[config.mk]
export PLATFORM = sky130hd
export DESIGN_NAME = layer_ctrl_top
export DESIGN_NICKNAME = d
export VERILOG_FILES = /design/src/design/cfg_pkg.sv /design/src/design/seq_pkg.sv /design/src/design/cfg_queue.sv /design/src/design/cfg_decode.sv /design/src/design/layer_sequencer.sv /design/src/design/layer_ctrl_top.sv
export SDC_FILE = /design/constraint.sdc
export NUM_CORES = 1
export LEC_CHECK = 0
export ABC_AREA = 1
export BUFFER_PORTS_ARGS = -buffer_cell sky130_fd_sc_hd__buf_2
export CAP_MARGIN = 20
export CORE_MARGIN = 2
export CORE_UTILIZATION = 45
export DETAILED_ROUTE_END_ITERATION = 8
export PLACE_DENSITY_LB_ADDON = 0.1
export SLEW_MARGIN = 10
export SYNTH_ARGS = -nofsm -noshare
export SYNTH_HDL_FRONTEND = slang
export SYNTH_HIERARCHICAL = 1
export SYNTH_SLANG_ARGS = --single-unit
[constraint.sdc]
create_clock -name clk -period 2.9 [get_ports clk]
set_input_delay 0.29 -clock clk [delete_from_list [all_inputs] [get_ports clk]]
set_output_delay 0.29 -clock clk [all_outputs]
set_load 0.02 [all_outputs]
[src/design/cfg_pkg.sv]
package cfg_pkg;

    // ====================
    // Field widths
    // ====================

    // Packed configuration word
    localparam int cfg_word_w  = 32;
    // Rows per block minus one
    localparam int len_row_w   = 5;
    // Block depth and block count
    localparam int blk_w       = 4;
    // Frames per layer minus one
    localparam int frm_w       = 4;
    localparam int pool_mode_w = 2;

    // ====================
    // Word layout
    // ====================

    // Fields packed from bit 31 downward
    localparam int len_row_lsb   = cfg_word_w - len_row_w;
    localparam int dep_blk_lsb   = len_row_lsb - blk_w;
    // Blocks minus one
    localparam int num_blk_lsb   = dep_blk_lsb - blk_w;
    localparam int num_frm_lsb   = num_blk_lsb - frm_w;
    localparam int pool_en_bit   = num_frm_lsb - 1;
    localparam int pool_mode_lsb = pool_en_bit - pool_mode_w;
    // Bits below pool_mode_lsb are reserved

    // Pooling opcode
    typedef enum logic [pool_mode_w-1:0] {
        pool_none = 2'd0,
        pool_max2 = 2'd1,
        pool_max3 = 2'd2,
        pool_avg2 = 2'd3
    } pool_mode_e;

endpackage

[src/design/seq_pkg.sv]
package seq_pkg;

    // Layer sequencer states
    typedef enum logic [1:0] {
        seq_idle = 2'd0,
        seq_load = 2'd1,
        seq_run  = 2'd2
    } seq_state_e;

    // ====================
    // Index widths
    // ====================

    // Same size as the matching limit fields
    localparam int row_idx_w = cfg_pkg::len_row_w;
    localparam int blk_idx_w = cfg_pkg::blk_w;
    localparam int frm_idx_w = cfg_pkg::frm_w;

endpackage

[src/design/cfg_queue.sv]
`timescale 1ns/1ps

module cfg_queue #(
    parameter int queue_aw = 2
) (
    input  logic                           clk,
    input  logic                           rst_n,
    input  logic                           push,
    input  logic [cfg_pkg::cfg_word_w-1:0] push_word,
    input  logic                           pop,
    output logic [cfg_pkg::cfg_word_w-1:0] head,
    output logic                           nempty,
    output logic                           full
);

    // ====================
    // Storage
    // ====================

    localparam int depth = 1 << queue_aw;

    logic [cfg_pkg::cfg_word_w-1:0] mem [depth];

    // One extra wrap bit on each pointer
    logic [queue_aw:0] wr_ptr;
    logic [queue_aw:0] rd_ptr;

    // Accepted requests only
    logic push_ok;
    logic pop_ok;

    // ====================
    // Levels
    // ====================

    // Pointers equal means empty
    assign nempty = (wr_ptr != rd_ptr);

    // Same slot but different lap means full
    assign full = (wr_ptr[queue_aw] != rd_ptr[queue_aw]) &&
                  (wr_ptr[queue_aw-1:0] == rd_ptr[queue_aw-1:0]);

    // Push when full is dropped
    assign push_ok = push && !full;
    // Pop when empty is dropped
    assign pop_ok  = pop && nempty;

    // Oldest word always on the head port
    assign head = mem[rd_ptr[queue_aw-1:0]];

    // ====================
    // Pointers
    // ====================

    always_ff @(posedge clk or negedge rst_n) begin
        if (!rst_n) begin
            wr_ptr <= '0;
        end else if (push_ok) begin
            wr_ptr <= wr_ptr + 1'b1;
        end
    end

    always_ff @(posedge clk or negedge rst_n) begin
        if (!rst_n) begin
            rd_ptr <= '0;
        end else if (pop_ok) begin
            rd_ptr <= rd_ptr + 1'b1;
        end
    end

    // Write port
    always_ff @(posedge clk) begin
        if (push_ok) begin
            mem[wr_ptr[queue_aw-1:0]] <= push_word;
        end
    end

endmodule

[src/design/cfg_decode.sv]
`timescale 1ns/1ps

module cfg_decode (
    input  logic                           clk,
    input  logic                           rst_n,
    input  logic [cfg_pkg::cfg_word_w-1:0] head,
    input  logic                           nempty,
    input  logic                           take,
    output logic                           pop,
    output logic                           valid,
    output logic [cfg_pkg::len_row_w-1:0]  len_row,
    output logic [cfg_pkg::blk_w-1:0]      dep_blk,
    output logic [cfg_pkg::blk_w-1:0]      num_blk,
    output logic [cfg_pkg::frm_w-1:0]      num_frm,
    output logic                           pool_en,
    output cfg_pkg::pool_mode_e            pool_mode
);

    // ====================
    // Slot control
    // ====================

    // Pull the head word whenever the slot is empty
    assign pop = nempty && !valid;

    // Sequencer take frees the slot
    always_ff @(posedge clk or negedge rst_n) begin
        if (!rst_n) begin
            valid <= 1'b0;
        end else if (pop) begin
            valid <= 1'b1;
        end else if (take) begin
            valid <= 1'b0;
        end
    end

    // ====================
    // Field unpack
    // ====================

    // Captured on the pop edge
    always_ff @(posedge clk) begin
        if (pop) begin
            len_row   <= head[cfg_pkg::len_row_lsb +: cfg_pkg::len_row_w];
            dep_blk   <= head[cfg_pkg::dep_blk_lsb +: cfg_pkg::blk_w];
            num_blk   <= head[cfg_pkg::num_blk_lsb +: cfg_pkg::blk_w];
            num_frm   <= head[cfg_pkg::num_frm_lsb +: cfg_pkg::frm_w];
            pool_en   <= head[cfg_pkg::pool_en_bit];
            // Raw pooling bits into the opcode
            pool_mode <= cfg_pkg::pool_mode_e'(
                head[cfg_pkg::pool_mode_lsb +: cfg_pkg::pool_mode_w]);
        end
    end

endmodule

[src/design/layer_sequencer.sv]
`timescale 1ns/1ps

module layer_sequencer (
    input  logic                          clk,
    input  logic                          rst_n,
    input  logic                          dec_valid,
    input  logic [cfg_pkg::len_row_w-1:0] len_row,
    input  logic [cfg_pkg::blk_w-1:0]     dep_blk_in,
    input  logic [cfg_pkg::blk_w-1:0]     num_blk,
    input  logic [cfg_pkg::frm_w-1:0]     num_frm,
    input  logic                          pool_en_in,
    input  cfg_pkg::pool_mode_e           pool_mode_in,
    input  logic                          pe_ready,
    output logic                          take,
    output logic                          row_strobe,
    output logic [seq_pkg::row_idx_w-1:0] row_idx,
    output logic [seq_pkg::blk_idx_w-1:0] blk_idx,
    output logic [seq_pkg::frm_idx_w-1:0] frm_idx,
    output logic                          layer_done,
    output logic                          busy,
    output logic [cfg_pkg::blk_w-1:0]     dep_blk,
    output logic                          pool_en,
    output cfg_pkg::pool_mode_e           pool_mode
);

    seq_pkg::seq_state_e state;

    // Limits of the running layer
    logic [seq_pkg::row_idx_w-1:0] lim_row;
    logic [seq_pkg::blk_idx_w-1:0] lim_blk;
    logic [seq_pkg::frm_idx_w-1:0] lim_frm;
    logic                          last_row;

    // ====================
    // Status
    // ====================

    assign take       = (state == seq_pkg::seq_load);
    assign busy       = (state != seq_pkg::seq_idle);
    // One row per ready cycle while running
    assign row_strobe = (state == seq_pkg::seq_run) && pe_ready;

    // All three counters at their limits
    assign last_row = (row_idx == lim_row) && (blk_idx == lim_blk) && (frm_idx == lim_frm);

    // ====================
    // State machine
    // ====================

    always_ff @(posedge clk or negedge rst_n) begin
        if (!rst_n) begin
            state <= seq_pkg::seq_idle;
        end else begin
            unique case (state)
                seq_pkg::seq_idle: if (dec_valid) state <= seq_pkg::seq_load;
                seq_pkg::seq_load: state <= seq_pkg::seq_run;
                seq_pkg::seq_run:  if (row_strobe && last_row) state <= seq_pkg::seq_idle;
                default:           state <= seq_pkg::seq_idle;
            endcase
        end
    end

    // Pulse in the cycle after the final row
    always_ff @(posedge clk or negedge rst_n) begin
        if (!rst_n) begin
            layer_done <= 1'b0;
        end else begin
            layer_done <= row_strobe && last_row;
        end
    end

    // ====================
    // Layer load
    // ====================

    always_ff @(posedge clk) begin
        if (take) begin
            lim_row <= len_row;
            lim_blk <= num_blk;
            lim_frm <= num_frm;
        end
    end

    // Held for the array until the next load
    always_ff @(posedge clk or negedge rst_n) begin
        if (!rst_n) begin
            dep_blk   <= '0;
            pool_en   <= 1'b0;
            pool_mode <= cfg_pkg::pool_none;
        end else if (take) begin
            dep_blk   <= dep_blk_in;
            pool_en   <= pool_en_in;
            pool_mode <= pool_mode_in;
        end
    end

    // ====================
    // Index counters
    // ====================

    // Row fastest, then block, then frame
    always_ff @(posedge clk or negedge rst_n) begin
        if (!rst_n) begin
            row_idx <= '0;
            blk_idx <= '0;
            frm_idx <= '0;
        end else if (take) begin
            row_idx <= '0;
            blk_idx <= '0;
            frm_idx <= '0;
        end else if (row_strobe) begin
            if (row_idx != lim_row) begin
                row_idx <= row_idx + 1'b1;
            end else begin
                row_idx <= '0;
                if (blk_idx != lim_blk) begin
                    blk_idx <= blk_idx + 1'b1;
                end else begin
                    blk_idx <= '0;
                    // Wraps to zero after the last frame
                    frm_idx <= (frm_idx == lim_frm) ? '0 : frm_idx + 1'b1;
                end
            end
        end
    end

endmodule

[src/design/layer_ctrl_top.sv]
`timescale 1ns/1ps

module layer_ctrl_top #(
    parameter int queue_aw = 2
) (
    input  logic                           clk,
    input  logic                           rst_n,
    input  logic                           cfg_val,
    input  logic [cfg_pkg::cfg_word_w-1:0] cfg_word,
    input  logic                           pe_ready,
    output logic                           cfg_full,
    output logic                           row_strobe,
    output logic [seq_pkg::row_idx_w-1:0]  row_idx,
    output logic [seq_pkg::blk_idx_w-1:0]  blk_idx,
    output logic [seq_pkg::frm_idx_w-1:0]  frm_idx,
    output logic                           layer_done,
    output logic                           busy,
    output logic [cfg_pkg::blk_w-1:0]      dep_blk,
    output logic                           pool_en,
    output cfg_pkg::pool_mode_e            pool_mode
);

    // ====================
    // Stage links
    // ====================

    // Queue to decode
    logic [cfg_pkg::cfg_word_w-1:0] q_head;
    logic                           q_nempty;
    logic                           q_pop;

    // Decode to sequencer
    logic                           dec_valid;
    logic [cfg_pkg::len_row_w-1:0]  dec_len_row;
    logic [cfg_pkg::blk_w-1:0]      dec_dep_blk;
    logic [cfg_pkg::blk_w-1:0]      dec_num_blk;
    logic [cfg_pkg::frm_w-1:0]      dec_num_frm;
    logic                           dec_pool_en;
    cfg_pkg::pool_mode_e            dec_pool_mode;
    logic                           seq_take;

    // Packed words wait here
    cfg_queue #(
        .queue_aw (queue_aw)
    ) u_queue (
        .clk       (clk),
        .rst_n     (rst_n),
        .push      (cfg_val),
        .push_word (cfg_word),
        .pop       (q_pop),
        .head      (q_head),
        .nempty    (q_nempty),
        .full      (cfg_full)
    );

    // One decoded layer waiting
    cfg_decode u_decode (
        .clk       (clk),
        .rst_n     (rst_n),
        .head      (q_head),
        .nempty    (q_nempty),
        .take      (seq_take),
        .pop       (q_pop),
        .valid     (dec_valid),
        .len_row   (dec_len_row),
        .dep_blk   (dec_dep_blk),
        .num_blk   (dec_num_blk),
        .num_frm   (dec_num_frm),
        .pool_en   (dec_pool_en),
        .pool_mode (dec_pool_mode)
    );

    // Running layer
    layer_sequencer u_seq (
        .clk          (clk),
        .rst_n        (rst_n),
        .dec_valid    (dec_valid),
        .len_row      (dec_len_row),
        .dep_blk_in   (dec_dep_blk),
        .num_blk      (dec_num_blk),
        .num_frm      (dec_num_frm),
        .pool_en_in   (dec_pool_en),
        .pool_mode_in (dec_pool_mode),
        .pe_ready     (pe_ready),
        .take         (seq_take),
        .row_strobe   (row_strobe),
        .row_idx      (row_idx),
        .blk_idx      (blk_idx),
        .frm_idx      (frm_idx),
        .layer_done   (layer_done),
        .busy         (busy),
        .dep_blk      (dep_blk),
        .pool_en      (pool_en),
        .pool_mode    (pool_mode)
    );

endmodule

==> impl_metrics.tcl <==
set metrics [dict create \
    status "complete, no violations" \
    routed_via_density 4.93 \
    grt_pass1_wl_um 17600 \
    p_leak_nw 2.86 \
    core-area_sq_um 12700 \
    postLayoutCellArea_sq_um 6970 \
    hp-class "in2reg" \
    rsz0062_at_grt "false" \
    die-area_sq_um 13900 \
    fin_crit_sh 0.759 \
    drcViolationCount 0 \
    finalHoldViolations 0 \
    nNetsFinal 585 \
    clk_pin_slew_ns 0.06 \
    fin_cells 726 \
    grt_pass1_vias 3500 \
    worst-path-buf-inv 2 \
    setup_viol 0 \
    cp_cell_sequence "inv_2 -> nand2_1 -> nand2_4 -> nand3_4 -> nand2_1 -> inv_1" \
    maxCapViolations 0 \
    antennaDiodeCount 0 \
    clockRootBuffer "clkbuf_16" \
    tns_ns 0 \
    area_growth_pct 19.0 \
    worst-path-max-fanout 20 \
    fin_ws_ns 0.699 \
    cp_slowest_cell "inv_1" \
    clk_latency_ns 0.42 \
    crit_type "reg2reg" \
    drt_first_pass_iters 5 \
    max_freq_ghz 0.454 \
    p_per_area_nw_per_um2 1130 \
    rows 41 \
    end_kind "register" \
    clock_path_buffers 2 \
    antenna_found_initial 0 \
    grt_overflow 0 \
    ir_worst_vdd_mv 0.513 \
    post-route-util 0.550 \
    worst_clock_skew_ns 0.00691 \
    syn-instance-count 480 \
    cp.arrival_ns 2.24 \
    startpoint_type "register" \
    grt.total_usage 0.167 \
    regArea_sq_um 4140 \
    vias 3579 \
    clock_sinks 143 \
    dp.cells 693 \
    synth_nets 524 \
    port-buffer-count 47 \
    post-place-ws_ns 0.660 \
    start_util 0.462 \
    die_h_um 118 \
    drv_slew 0 \
    cts-buffers-inserted 17 \
    dpl_cell_area_sq_um 6310 \
    drive_gt1_frac 0.222 \
    cts_tree "built" \
    slew_headroom 0.353 \
    drt_wl_total_um 10600 \
    tightestPinTransition_ns 0.969 \
    htreeDepth 4 \
    fillers 1101 \
    layout_min_cycle_time_ns 2.20 \
    dp_hpwl_um 6730 \
    ctsResizeCount 0 \
    first_iter_violations 185 \
    finalPower_mw 7.87 \
    multi_input_area_sq_um 1490 \
    cp.required_ns 2.94 \
    grt_max_degree 42 \
    max_stage_delay_ns 0.71 \
    fin_hold_ws_ns 0.0850 \
    io_pins 60 \
    critPathTopFamily "buffers and inverters" \
    final_antenna_net_count 0 \
    syn_area_sq_um 5850 \
    gp_congestion 0.802 \
    yosys_warnings 6 \
    die_x_um 118 \
    cp_common_cell "nand2_1" \
    syn_area_per_cell_sq_um 12.2 \
    wl_per_cell_um 14.6 \
]
==> cells in the final DEF, fill, tap and decap left out, types with 5 or more instances in the layout <==
cell type and n:
o22ai_1 21, dfrtp_1 30, clkbuf_16 17, ha_1 8, o21ai_0 43, nand2_1 92, edfxtp_1 113, nand2_4 6
nand2_2 12, nand3_1 18, xor2_1 8, buf_4 9, inv_1 31, buf_2 47, nor2_1 57, inv_2 6
bufinv_16 5
==> report_power, final <==
| group | switching, mW | internal, mW |
|---|---|---|
| sequential | 0.306 | 2.98 |
| combinational | 1.55 | 0.707 |
| clock | 0.805 | 1.53 |
| total | 2.66 | 5.21 |
==> state kept, by name, indices dropped and copies added, names as in the netlist <==
register / flops
u_queue/mem: 80
u_decode/len_row: 5
u_seq/lim_row: 5
u_seq/row_idx: 5
u_decode/dep_blk: 4
u_decode/num_blk: 4
u_decode/num_frm: 4
u_seq/blk_idx: 4
u_seq/dep_blk: 4
u_seq/frm_idx: 4
u_seq/lim_blk: 4
u_seq/lim_frm: 4
u_queue/rd_ptr: 3
u_queue/wr_ptr: 3
u_decode/pool_mode: 2
u_seq/pool_mode: 2
u_seq/state: 2
u_decode/pool_en: 1
u_decode/valid: 1
u_seq/layer_done: 1
u_seq/pool_en: 1
==> layout make-up <==
type | instances | area share
Multi-Input combinational cell | 283 | 0.214
Inverter | 38 | 0.0205
Tap cell | 172 | 0.0309
Timing Repair Buffer | 58 | 0.0478
Clock buffer | 18 | 0.0616
Clock inverter | 14 | 0.0305
Sequential cell | 143 | 0.595
==> metal layers <==
| layer | up-vias | GRT usage | wire (um) |
|---|---|---|---|
| li1 | 1769 | - | - |
| met1 | 1717 | 0.206 | 4870 |
| met2 | 79 | 0.271 | 5140 |
| met3 | 14 | 0.0499 | 430 |
| met4 | 0 | 0.0738 | 166 |
| met5 | - | 0 | 0 |
==> worst paths after layout <==
path                       cells after the start                              to                          start  slack, ns
setup / recovery                               6    u_queue/mem[3][19]$_DFFE_PP_  u_queue/rd_ptr[0]$_DFFE_PN0P_       0.70
hold / removal                                 1    u_queue/mem[1][18]$_DFFE_PP_                   cfg_word[18]       0.09
setup reg to reg                               6    u_queue/mem[3][19]$_DFFE_PP_  u_queue/rd_ptr[0]$_DFFE_PN0P_       0.70
hold reg to reg                                0      u_seq/lim_frm[2]$_DFFE_PP_  u_decode/num_frm[2]$_DFFE_PP_       0.42
max in group asynchronous                      2  u_seq/pool_mode[1]$_DFFE_PN0P_                          rst_n       1.96
min in group asynchronous                      2    u_seq/row_idx[1]$_DFFE_PN0P_                          rst_n       0.47
==> worst reg2reg max path, stage by stage (launching register included) <==
cell and delay (ns):
dfrtp_1 0.66, inv_2 0.07, nand2_1 0.11, nand2_4 0.08, nand3_4 0.12, nand2_1 0.08
inv_1 0.71
==> what timing repair did <==
action                                 in CTS  in global routing
setup endpoints to repair                   0                  0
endpoints found under the hold margin      30                  0
hold buffers                                1                  0
buffers inserted                            0                  0
Note: power is estimated with default switching activity, not from simulation.
